$ cat src/rtl/ccu_pkg.sv
package ccu_pkg;

    // Bus and line sizes
    localparam int ADDR_W      = 32;
    localparam int DATA_W      = 32;
    localparam int NUM_MASTERS = 4;
    localparam int LINE_BEATS  = 4;

    // Response word widths
    localparam int RESP_W    = 2;
    localparam int CR_RESP_W = 3;

    // Bit positions inside the snoop response word
    localparam int CR_DATA_XFER  = 0;
    localparam int CR_ERROR      = 1;
    localparam int CR_PASS_DIRTY = 2;

    // Write kinds a cached master can issue
    typedef enum logic {
        WRITE_UNIQUE,
        WRITE_LINE_UNIQUE
    } wr_op_e;

    // Snoop opcodes sent to the other caches
    typedef enum logic {
        CLEAN_INVALID,
        MAKE_INVALID
    } snoop_op_e;

    // Shareability domain of a write
    typedef enum logic [1:0] {
        NON_SHAREABLE,
        INNER_SHAREABLE,
        OUTER_SHAREABLE,
        SYSTEM
    } domain_e;

    // Write snoop controller states
    typedef enum logic [1:0] {
        SNOOP_REQ,
        SNOOP_RESP,
        WRITE_CD,
        WRITE_W
    } wr_fsm_e;

endpackage

$ cat src/rtl/snoop_req_if.sv
interface snoop_req_if import ccu_pkg::*; ();

    // Decoded snoop request, one per master write
    logic                   valid;
    logic                   ready;
    logic [ADDR_W-1:0]      addr;
    snoop_op_e              op;
    logic [NUM_MASTERS-1:0] mask;

    // Decode stage side
    modport src (
        output valid,
        output addr,
        output op,
        output mask,
        input  ready
    );

    // Controller side
    modport dst (
        input  valid,
        input  addr,
        input  op,
        input  mask,
        output ready
    );

endinterface

$ cat src/rtl/ccu_wr_top.sv
module ccu_wr_top import ccu_pkg::*; (
    input  logic                   clk_i,
    input  logic                   rst_ni,
    // Master write address
    input  logic                   aw_valid_i,
    output logic                   aw_ready_o,
    input  logic [ADDR_W-1:0]      aw_addr_i,
    input  wr_op_e                 aw_op_i,
    input  domain_e                aw_domain_i,
    // Master write data
    input  logic                   w_valid_i,
    output logic                   w_ready_o,
    input  logic [DATA_W-1:0]      w_data_i,
    input  logic                   w_last_i,
    // Master write response
    output logic                   b_valid_o,
    input  logic                   b_ready_i,
    output logic [RESP_W-1:0]      b_resp_o,
    // Domain masks of the initiator
    input  logic [NUM_MASTERS-1:0] dom_inner_i,
    input  logic [NUM_MASTERS-1:0] dom_outer_i,
    input  logic [NUM_MASTERS-1:0] dom_initiator_i,
    // Snoop channels
    output logic                   ac_valid_o,
    input  logic                   ac_ready_i,
    output logic [ADDR_W-1:0]      ac_addr_o,
    output snoop_op_e              ac_op_o,
    output logic [NUM_MASTERS-1:0] ac_mask_o,
    input  logic                   cr_valid_i,
    output logic                   cr_ready_o,
    input  logic [CR_RESP_W-1:0]   cr_resp_i,
    input  logic                   cd_valid_i,
    output logic                   cd_ready_o,
    input  logic [DATA_W-1:0]      cd_data_i,
    input  logic                   cd_last_i,
    // Memory write channels
    output logic                   mem_aw_valid_o,
    input  logic                   mem_aw_ready_i,
    output logic [ADDR_W-1:0]      mem_aw_addr_o,
    output logic                   mem_aw_wrap_o,
    output logic                   mem_w_valid_o,
    input  logic                   mem_w_ready_i,
    output logic [DATA_W-1:0]      mem_w_data_o,
    output logic                   mem_w_last_o,
    input  logic                   mem_b_valid_i,
    output logic                   mem_b_ready_o,
    input  logic [RESP_W-1:0]      mem_b_resp_i
);

    snoop_req_if snoop_req ();

    wr_snoop_decode u_wr_snoop_decode (
        .clk_i           (clk_i),
        .rst_ni          (rst_ni),
        .aw_valid_i      (aw_valid_i),
        .aw_ready_o      (aw_ready_o),
        .aw_addr_i       (aw_addr_i),
        .aw_op_i         (aw_op_i),
        .aw_domain_i     (aw_domain_i),
        .dom_inner_i     (dom_inner_i),
        .dom_outer_i     (dom_outer_i),
        .dom_initiator_i (dom_initiator_i),
        .req             (snoop_req.src)
    );

    wr_snoop_ctrl u_wr_snoop_ctrl (
        .clk_i          (clk_i),
        .rst_ni         (rst_ni),
        .req            (snoop_req.dst),
        .ac_valid_o     (ac_valid_o),
        .ac_ready_i     (ac_ready_i),
        .ac_addr_o      (ac_addr_o),
        .ac_op_o        (ac_op_o),
        .ac_mask_o      (ac_mask_o),
        .cr_valid_i     (cr_valid_i),
        .cr_ready_o     (cr_ready_o),
        .cr_resp_i      (cr_resp_i),
        .cd_valid_i     (cd_valid_i),
        .cd_ready_o     (cd_ready_o),
        .cd_data_i      (cd_data_i),
        .cd_last_i      (cd_last_i),
        .w_valid_i      (w_valid_i),
        .w_ready_o      (w_ready_o),
        .w_data_i       (w_data_i),
        .w_last_i       (w_last_i),
        .b_valid_o      (b_valid_o),
        .b_ready_i      (b_ready_i),
        .b_resp_o       (b_resp_o),
        .mem_aw_valid_o (mem_aw_valid_o),
        .mem_aw_ready_i (mem_aw_ready_i),
        .mem_aw_addr_o  (mem_aw_addr_o),
        .mem_aw_wrap_o  (mem_aw_wrap_o),
        .mem_w_valid_o  (mem_w_valid_o),
        .mem_w_ready_i  (mem_w_ready_i),
        .mem_w_data_o   (mem_w_data_o),
        .mem_w_last_o   (mem_w_last_o),
        .mem_b_valid_i  (mem_b_valid_i),
        .mem_b_ready_o  (mem_b_ready_o),
        .mem_b_resp_i   (mem_b_resp_i)
    );

endmodule

$ cat src/rtl/wr_snoop_ctrl.sv
module wr_snoop_ctrl import ccu_pkg::*; (
    input  logic                   clk_i,
    input  logic                   rst_ni,
    snoop_req_if.dst               req,
    // Snoop address
    output logic                   ac_valid_o,
    input  logic                   ac_ready_i,
    output logic [ADDR_W-1:0]      ac_addr_o,
    output snoop_op_e              ac_op_o,
    output logic [NUM_MASTERS-1:0] ac_mask_o,
    // Snoop response and data
    input  logic                   cr_valid_i,
    output logic                   cr_ready_o,
    input  logic [CR_RESP_W-1:0]   cr_resp_i,
    input  logic                   cd_valid_i,
    output logic                   cd_ready_o,
    input  logic [DATA_W-1:0]      cd_data_i,
    input  logic                   cd_last_i,
    // Master write data and response
    input  logic                   w_valid_i,
    output logic                   w_ready_o,
    input  logic [DATA_W-1:0]      w_data_i,
    input  logic                   w_last_i,
    output logic                   b_valid_o,
    input  logic                   b_ready_i,
    output logic [RESP_W-1:0]      b_resp_o,
    // Memory write channels
    output logic                   mem_aw_valid_o,
    input  logic                   mem_aw_ready_i,
    output logic [ADDR_W-1:0]      mem_aw_addr_o,
    output logic                   mem_aw_wrap_o,
    output logic                   mem_w_valid_o,
    input  logic                   mem_w_ready_i,
    output logic [DATA_W-1:0]      mem_w_data_o,
    output logic                   mem_w_last_o,
    input  logic                   mem_b_valid_i,
    output logic                   mem_b_ready_o,
    input  logic [RESP_W-1:0]      mem_b_resp_i
);

    wr_fsm_e           state_d;
    wr_fsm_e           state_q;
    logic [ADDR_W-1:0] addr_q;
    logic              aw_valid_d;
    logic              aw_valid_q;
    logic              ignore_cd_d;
    logic              ignore_cd_q;
    logic              cd_last_d;
    logic              cd_last_q;
    logic              w_last_d;
    logic              w_last_q;

    always_ff @(posedge clk_i or negedge rst_ni) begin
        if (!rst_ni) begin
            state_q     <= SNOOP_REQ;
            aw_valid_q  <= 1'b0;
            ignore_cd_q <= 1'b0;
            cd_last_q   <= 1'b0;
            w_last_q    <= 1'b0;
        end else begin
            state_q     <= state_d;
            aw_valid_q  <= aw_valid_d;
            ignore_cd_q <= ignore_cd_d;
            cd_last_q   <= cd_last_d;
            w_last_q    <= w_last_d;
        end
    end

    // Address kept for both memory writes
    always_ff @(posedge clk_i) begin
        if (ac_valid_o && ac_ready_i) begin
            addr_q <= req.addr;
        end
    end

    assign ac_addr_o = req.addr;
    assign ac_op_o   = req.op;
    assign ac_mask_o = req.mask;

    assign mem_aw_valid_o = aw_valid_q;
    assign mem_aw_addr_o  = addr_q;
    // Snooped line comes back as a wrapping burst
    assign mem_aw_wrap_o  = (state_q == WRITE_CD);
    assign b_resp_o       = mem_b_resp_i;

    always_comb begin
        state_d       = state_q;
        aw_valid_d    = aw_valid_q;
        ignore_cd_d   = ignore_cd_q;
        cd_last_d     = cd_last_q;
        w_last_d      = w_last_q;
        req.ready     = 1'b0;
        ac_valid_o    = 1'b0;
        cr_ready_o    = 1'b0;
        cd_ready_o    = 1'b0;
        w_ready_o     = 1'b0;
        b_valid_o     = 1'b0;
        mem_w_valid_o = 1'b0;
        mem_w_data_o  = w_data_i;
        mem_w_last_o  = w_last_i;
        mem_b_ready_o = 1'b0;

        if (aw_valid_q && mem_aw_ready_i) begin
            aw_valid_d = 1'b0;
        end

        case (state_q)
            SNOOP_REQ: begin
                ignore_cd_d = 1'b0;
                cd_last_d   = 1'b0;
                w_last_d    = 1'b0;
                ac_valid_o  = req.valid;
                req.ready   = ac_ready_i;
                if (ac_valid_o && ac_ready_i) begin
                    state_d = SNOOP_RESP;
                end
            end
            SNOOP_RESP: begin
                cr_ready_o = 1'b1;
                if (cr_valid_i) begin
                    if (cr_resp_i[CR_DATA_XFER]) begin
                        // Clean or faulty data is taken but not written back
                        if (cr_resp_i[CR_ERROR] || !cr_resp_i[CR_PASS_DIRTY]) begin
                            ignore_cd_d = 1'b1;
                        end else begin
                            aw_valid_d = 1'b1;
                        end
                        state_d = WRITE_CD;
                    end else begin
                        aw_valid_d = 1'b1;
                        state_d    = WRITE_W;
                    end
                end
            end
            WRITE_CD: begin
                mem_w_data_o  = cd_data_i;
                mem_w_last_o  = cd_last_i;
                mem_w_valid_o = cd_valid_i && !cd_last_q && !ignore_cd_q;
                cd_ready_o    = !cd_last_q && (ignore_cd_q || mem_w_ready_i);
                // Write-back response stays inside the unit
                mem_b_ready_o = 1'b1;
                if (cd_valid_i && cd_ready_o && cd_last_i) begin
                    cd_last_d = 1'b1;
                end
                if ((mem_b_valid_i && mem_b_ready_o) || (cd_last_q && ignore_cd_q)) begin
                    aw_valid_d = 1'b1;
                    state_d    = WRITE_W;
                end
            end
            WRITE_W: begin
                if (!w_last_q) begin
                    mem_w_valid_o = w_valid_i;
                    w_ready_o     = mem_w_ready_i;
                end
                if (w_valid_i && w_ready_o && w_last_i) begin
                    w_last_d = 1'b1;
                end
                // Memory response goes straight back to the master
                mem_b_ready_o = b_ready_i;
                b_valid_o     = mem_b_valid_i;
                if (mem_b_valid_i && b_ready_i) begin
                    state_d = SNOOP_REQ;
                end
            end
            default: begin
                state_d = SNOOP_REQ;
            end
        endcase
    end

endmodule

$ cat src/rtl/wr_snoop_decode.sv
module wr_snoop_decode import ccu_pkg::*; (
    input  logic                   clk_i,
    input  logic                   rst_ni,
    input  logic                   aw_valid_i,
    output logic                   aw_ready_o,
    input  logic [ADDR_W-1:0]      aw_addr_i,
    input  wr_op_e                 aw_op_i,
    input  domain_e                aw_domain_i,
    input  logic [NUM_MASTERS-1:0] dom_inner_i,
    input  logic [NUM_MASTERS-1:0] dom_outer_i,
    input  logic [NUM_MASTERS-1:0] dom_initiator_i,
    snoop_req_if.src               req
);

    logic                   active_q;
    logic                   valid_q;
    logic                   aw_hs;
    logic                   take;
    logic [ADDR_W-1:0]      addr_q;
    snoop_op_e              op_d;
    snoop_op_e              op_q;
    logic [NUM_MASTERS-1:0] mask_d;
    logic [NUM_MASTERS-1:0] mask_q;

    // Entry leaves when the controller accepts it
    assign take = valid_q && req.ready;

    // Master held off for the first cycle out of reset
    assign aw_ready_o = active_q && (!valid_q || req.ready);
    assign aw_hs      = aw_valid_i && aw_ready_o;

    // Write kind to snoop opcode
    always_comb begin
        case (aw_op_i)
            WRITE_LINE_UNIQUE: op_d = MAKE_INVALID;
            default:           op_d = CLEAN_INVALID;
        endcase
    end

    // Snoop targets from the shareability domain
    always_comb begin
        case (aw_domain_i)
            INNER_SHAREABLE: mask_d = dom_inner_i;
            OUTER_SHAREABLE: mask_d = dom_outer_i;
            SYSTEM:          mask_d = ~dom_initiator_i;
            default:         mask_d = '0;
        endcase
    end

    always_ff @(posedge clk_i or negedge rst_ni) begin
        if (!rst_ni) begin
            active_q <= 1'b0;
            valid_q  <= 1'b0;
        end else begin
            active_q <= 1'b1;
            if (aw_hs) begin
                valid_q <= 1'b1;
            end else if (take) begin
                valid_q <= 1'b0;
            end
        end
    end

    // Payload of the single entry with masks sampled at the AW transfer
    always_ff @(posedge clk_i) begin
        if (aw_hs) begin
            addr_q <= aw_addr_i;
            op_q   <= op_d;
            mask_q <= mask_d;
        end
    end

    assign req.valid = valid_q;
    assign req.addr  = addr_q;
    assign req.op    = op_q;
    assign req.mask  = mask_q;

endmodule
$ cat config.mk
export PLATFORM = sky130hd
export DESIGN_NAME = ccu_wr_top
export DESIGN_NICKNAME = d
export VERILOG_FILES = /design/src/rtl/ccu_pkg.sv /design/src/rtl/snoop_req_if.sv /design/src/rtl/ccu_wr_top.sv /design/src/rtl/wr_snoop_ctrl.sv /design/src/rtl/wr_snoop_decode.sv
export SDC_FILE = /design/constraint.sdc
export NUM_CORES = 1
export LEC_CHECK = 0
export BUFFER_PORTS_ARGS = -buffer_cell sky130_fd_sc_hd__buf_2
export CAP_MARGIN = 25
export CELL_PAD_IN_SITES_DETAIL_PLACEMENT = 0
export CELL_PAD_IN_SITES_GLOBAL_PLACEMENT = 1
export CORE_UTILIZATION = 27
export CTS_CLUSTER_DIAMETER = 80
export CTS_CLUSTER_SIZE = 28
export DETAILED_ROUTE_END_ITERATION = 7
export PLACE_DENSITY = 0.73
export SETUP_SLACK_MARGIN = 0.3
export SLEW_MARGIN = 30
export SYNTH_ARGS = -nofsm -noshare
export SYNTH_HDL_FRONTEND = slang
export SYNTH_SLANG_ARGS = --single-unit
$ cat constraint.sdc
create_clock -name clk_i -period 2.72 [get_ports clk_i]
set_input_delay 0.544 -clock clk_i [delete_from_list [all_inputs] [get_ports clk_i]]
set_output_delay 0.544 -clock clk_i [all_outputs]
set_load 0.05 [all_outputs]
# Word level (Yosys, flattened, before mapping)
# Cells that the tools add are included.
[classes]
bitwise_logic = 1
n_mux = 37
eq_ne = 14
reduce_logical = 32
[ops]
columns = ["cell", "n"]
rows = [
  ["$mux W32", 1],
  ["$mux W1", 24],
  ["$logic_and A1 B1 Y1", 15],
  ["$ne A2 B1 Y1 const B", 6],
  ["$pmux W1 S2", 6],
  ["$pmux W4 S3", 1],
  ["$eq A2 B2 Y1 const B", 4],
  ["$mux W2", 4],
  ["$pmux W2 S4", 1],
  ["$reduce_and A4 Y1", 2],
  ["$reduce_bool A2 Y1", 4],
  ["$eq A2 B1 Y1 const B", 2],
  ["$logic_not A1 Y1", 4],
  ["$logic_or A1 B1 Y1", 4],
  ["$ne A2 B2 Y1 const B", 2],
  ["$not A4 Y4", 1],
  ["$reduce_and A2 Y1", 2],
  ["$logic_not A2 Y1", 1],
]
[word_totals]
reg_bits = 77
output_inout_bits = 114
in_bits = 129
elab_cells = 95

# Depth between registers and ports, before layout
[logic_depth]
depth_word = 6
depth_mapped = 6
mapped_depth_nobuf = 6

# Modules after synthesis
# Synthesis repeated with hierarchy kept, for this count alone.
[unflattened]
hier_cells = 222
area_unflattened_um2 = 3434.5
[by_module_without_submodules]
columns = ["module", "cells_each", "seq_area_each_um2", "area_each_um2", "instances"]
rows = [
  ["wr_snoop_ctrl", 163, 1111.1, 2130.8, 1],
  ["wr_snoop_decode", 59, 1161.1, 1303.8, 1],
]

# Worst setup path before layout
# No wires, ideal clock.
[synth_timing]
path_kind = "register -> register"
startpoint = "register u_wr_snoop_ctrl.state_q[0]"
endpoint = "register u_wr_snoop_decode.addr_q[0], in the netlist u_wr_snoop_decode.req.addr[0], enable pin"
period_less_slack_ps = 2920
n_path_buf = 0
path_stages_with_launch = 5
required_time_ps = 2289
arrival_ps = 2488
setup_ps = 431
path_slack_ps = -200
cell_sequence = "dfrtp_1 inv_1 ha_1 a21boi_0 nor2_1"
[synth_between]
elab_chain_cells = 5
[synth_lines]
columns = ["element", "line", "source"]
rows = [
  ["start, declared", "wr_snoop_ctrl.sv:42", "wr_fsm_e state_q;"],
  ["start signal, assigned", "wr_snoop_ctrl.sv:61", "state_q <= state_d;"],
  ["$logic_not A2 Y1", "wr_snoop_ctrl.sv:107", "case (state_q)"],
  ["$mux W1", "wr_snoop_ctrl.sv:107", ""],
  ["$logic_or A1 B1 Y1", "wr_snoop_decode.sv:29", "assign aw_ready_o = active_q && (!valid_q || req.ready);"],
  ["$logic_and A1 B1 Y1", "wr_snoop_decode.sv:29", ""],
  ["$logic_and A1 B1 Y1", "wr_snoop_decode.sv:30", "assign aw_hs = aw_valid_i && aw_ready_o;"],
  ["net u_wr_snoop_decode.aw_hs", "wr_snoop_decode.sv:17", "logic aw_hs;"],
  ["end signal, assigned", "wr_snoop_decode.sv:67", "addr_q <= aw_addr_i;"],
  ["end, declared", "wr_snoop_decode.sv:19", "logic [ADDR_W-1:0] addr_q;"],
]
# The timed path passes the listed nets, and every way through them passes these cells.
# A chain may end at the register's enable or synchronous reset.

# Final worst setup path
[layout_timing]
startpoint = "register u_wr_snoop_ctrl.state_q[0]"
endpoint = "output port mem_w_data_o[9]"
[layout_between]
elab_chain_cells = 2
[layout_lines]
columns = ["element", "line", "source"]
rows = [
  ["$eq A2 B2 Y1", "wr_snoop_ctrl.sv:107", ""],
  ["$mux W32", "wr_snoop_ctrl.sv:107", ""],
  ["end, declared", "ccu_wr_top.sv:43", "output logic [DATA_W-1:0] mem_w_data_o,"],
]
# No other way between the ends.

==> results.yml <==
synth:
  synthesis.nets: 318
  syn-mean-instance-area_um2: 17.1
  mappedNetlistArea_mm2: 0.00315
  synth_cell_type_count: 35
  yosysWarningCount: 0
  flip_flop_and_latch_count_after_synthesis: 77
  synthCells: 185
  synth_seq_area_share: 0.720
setup_path:
  cp-startpoint: "u_wr_snoop_ctrl.state_q[0]"
  critPathTopFamily: "buffers and inverters"
  timing.rr.end: "u_wr_snoop_ctrl.mem_aw_addr_o[11]"
  cp_data_required_time_ns: 2.18
  rrSetupSlack_ns: 0.78
  path_depth: 5
  endpoint_kind: "output port"
  worst_setup_path_class: "reg -> out"
  worst_setup_path_endpoint: "mem_w_data_o[9]"
  r2r_cells: 3
  worst-endpoint-arrival_ns: 1.78
  timing.critical_path.slowest_stage_cell: "sky130_fd_sc_hd__dfrtp_2"
  crit_fanout: 11
  critPathBufInv: 3
  reg_to_reg_critical_path_startpoint: "u_wr_snoop_ctrl.state_q[1]"
  start_kind: "flip-flop"
  crit_path_max_incr_delay_ns: 0.43
  cp_cell_sequence: "inv_2 -> ha_4 -> buf_4 -> mux2_2 -> buf_2"
place:
  dp_hpwl_um: 7210
  place_worst_setup_slack_ns: 0.468
  gp_routability_congestion: 0.828
  place_area_mm2: 0.00453
  place.detailed.instances: 561
  placement.io_buffers: 238
floorplanning:
  design.die.area_mm2: 0.0121
  die_height_um: 110
  boundaryPins: 243
  placeableCoreArea_mm2: 0.0114
  initial_core_util: 0.276
  std_cell_rows: 39
  chipWidth_um: 110
timing:
  finalClockSkew_ns: 0.00609
  tightest_slew_ns: 0.748
  timing.final.setup_violations: 0
  max_clock_freq_ghz: 0.430
  unrepaired_setup_endpoints_after_global_routing: "no"
  maxSlewViolCount: 0
  final_min_period_over_clock_period: 0.855
  setup_slack_of_the_critical_path_after_layout_ns: 0.394
  final.min_clock_period_ns: 2.33
  fin_tns_setup_ns: 0
  slew_headroom: 0.501
  timing_hold_violations_final: 0
cts:
  cts.root.buffer_cell: "sky130_fd_sc_hd__clkbuf_16"
  path_clk_slew_ns: 0.06
  cts_sinks: 77
  tritoncts: "yes"
  insertion_delay_to_the_later_sink_of_the_worst_skew_pair_ns: 0.33
  clock_path_buffers: 2
  cts_inserted_buffers: 9
  ctsHtreeMaxLevel: 3
final_layout:
  multi_input_area_um2: 833
  finish.instance_area_mm2: 0.00483
  commonest_non_fill_non_tap_cell_in_the_layout: "sky130_fd_sc_hd__buf_2"
  synthToLayoutAreaGrowth_pct: 53.0
  final_net_count: 563
  stdcell_count: 578
  layout-drive-gt1-share: 0.694
  layout_common_cells: "sky130_fd_sc_hd__buf_2 (238), sky130_fd_sc_hd__edfxtp_1 (69), sky130_fd_sc_hd__mux2_2 (33)"
  area.sequential_mm2: 0.00227
  layout.filler_cells: 1094
run_status:
  status: "finished clean"
global_route:
  grt_use_total: 0.144
  first_global_vias: 2440
  grt_first_pass_wirelength_um: 12400
  grt-ovfl-total: 0
  grt_start_max_net_pins: 38
  antenna_found_initial: 2
detailed_routing:
  drtAntennaViolNets: 0
  wl_um: 8860
  detail_route.vias_per_cell: 4.34
  drc: 0
  drt_iter0_markers: 91
  first_pass_drt_iterations: 4
  via_count: 2509
  wl_per_cell_um: 15.3
pwr:
  maximum_vdd_drop_uv: 553
  cellPowerDensity_mw_per_mm2: 1080
  fin_total_pwr_uw: 5220
  static_leakage_uw: 0.00220
flow_run:
  max-cap-violations: 0
hold_path:
  worstHoldPathType: "in -> async"
[layer usage]
layer  GRT usage  vias up  share of wire
li1            -     1185              -
met1       0.145     1148           0.35
met2       0.264      155           0.52
met3      0.0370       21          0.093
met4      0.0876        0          0.030
met5           0        -              0
[final cells by class]
type / count / area share
Antenna cell: 1 / 0.000518
Sequential cell: 77 / 0.471
Inverter: 9 / 0.00700
Timing Repair Buffer: 241 / 0.257
Clock buffer: 10 / 0.0474
Tap cell: 143 / 0.0371
Multi-Input combinational cell: 92 / 0.173
Clock inverter: 5 / 0.00778
[where the power goes]
group / internal, uW / leakage (uW) / switching [uW]
clock network: 615 / 0.000125 / 452
registers: 1510 / 0.000731 / 79.5
logic: 737 / 0.00134 / 1820
[logic make-up after synthesis]
group                      Yosys count  share of synthesized area
other                                1                    0.00119
and+or+nand+nor                     29                     0.0543
DFF                                 77                      0.720
AOI/OAI and AO/OA                   20                     0.0472
buffers and inverters               16                     0.0258
adders and majority gates            4                     0.0159
muxes                               38                      0.135
[sequential cells by signal, summed over array words and instances (netlist names)]
register and flops:
u_wr_snoop_decode.req.mask 4, u_wr_snoop_ctrl.mem_aw_valid_o 1, u_wr_snoop_ctrl.state_q 2, u_wr_snoop_decode.req.op 1, u_wr_snoop_decode.active_q 1, u_wr_snoop_ctrl.ignore_cd_q 1, u_wr_snoop_ctrl.cd_last_q 1, u_wr_snoop_ctrl.mem_aw_addr_o 32
u_wr_snoop_decode.req.valid 1, u_wr_snoop_decode.req.addr 32, u_wr_snoop_ctrl.w_last_q 1
[synth_stat cells, drive strengths merged]
library cell / instances / area [um^2]
mux2: 34 / 387
nand3b: 1 / 7.51
and3: 2 / 13.8
o22a: 1 / 8.76
nor2b: 4 / 25.0
and3b: 1 / 8.76
a21boi: 1 / 7.51
nand3: 2 / 15.0
nand2b: 3 / 18.8
a22o: 4 / 35.0
ha: 4 / 50.1
o2bb2ai: 1 / 8.76
edfxtp: 69 / 2070
inv: 9 / 33.8
a22oi: 1 / 21.3
nand4b: 1 / 8.76
nor3b: 1 / 12.5
o211ai: 1 / 7.51
nand2: 7 / 28.8
mux2i: 4 / 40.0
nor2: 5 / 18.8
o21ai: 1 / 5.00
buf: 7 / 47.6
a31oi: 2 / 12.5
dfrtp: 8 / 200
a21o: 1 / 7.51
a21oi: 7 / 35.0
conb: 1 / 3.75
and2: 2 / 13.8
[worst min path at each step]
stage,startpoint,endpoint,slack (ns),cells after the start
floorplan,rst_ni,u_wr_snoop_ctrl.cd_last_q,0.25,0
global placement,rst_ni,u_wr_snoop_ctrl.state_q[0],0.40,1
detailed placement,rst_ni,u_wr_snoop_ctrl.state_q[1],0.41,1
CTS,rst_ni,u_wr_snoop_ctrl.state_q[1],0.05,1
global route,rst_ni,u_wr_snoop_ctrl.state_q[1],0.05,1
finish,rst_ni,u_wr_snoop_ctrl.state_q[1],0.05,1
[repair_timing]
action,CTS,global route
gates resized for setup,3,3
endpoints found under the setup margin,26,35
setup buffers,1,0
hold buffers,0,0
[metrics by stage]
step | utilization | hold slack (ns)
final | 0.423 | 0.0523
after global routing | 0.423 | 0.0496
after CTS | 0.422 | 0.0478
after detailed placement | 0.397 | 0.405
after global placement | 0.397 | 0.404
after floorplan | - | 0.248
Note: power is estimated with default switching activity, not from simulation.
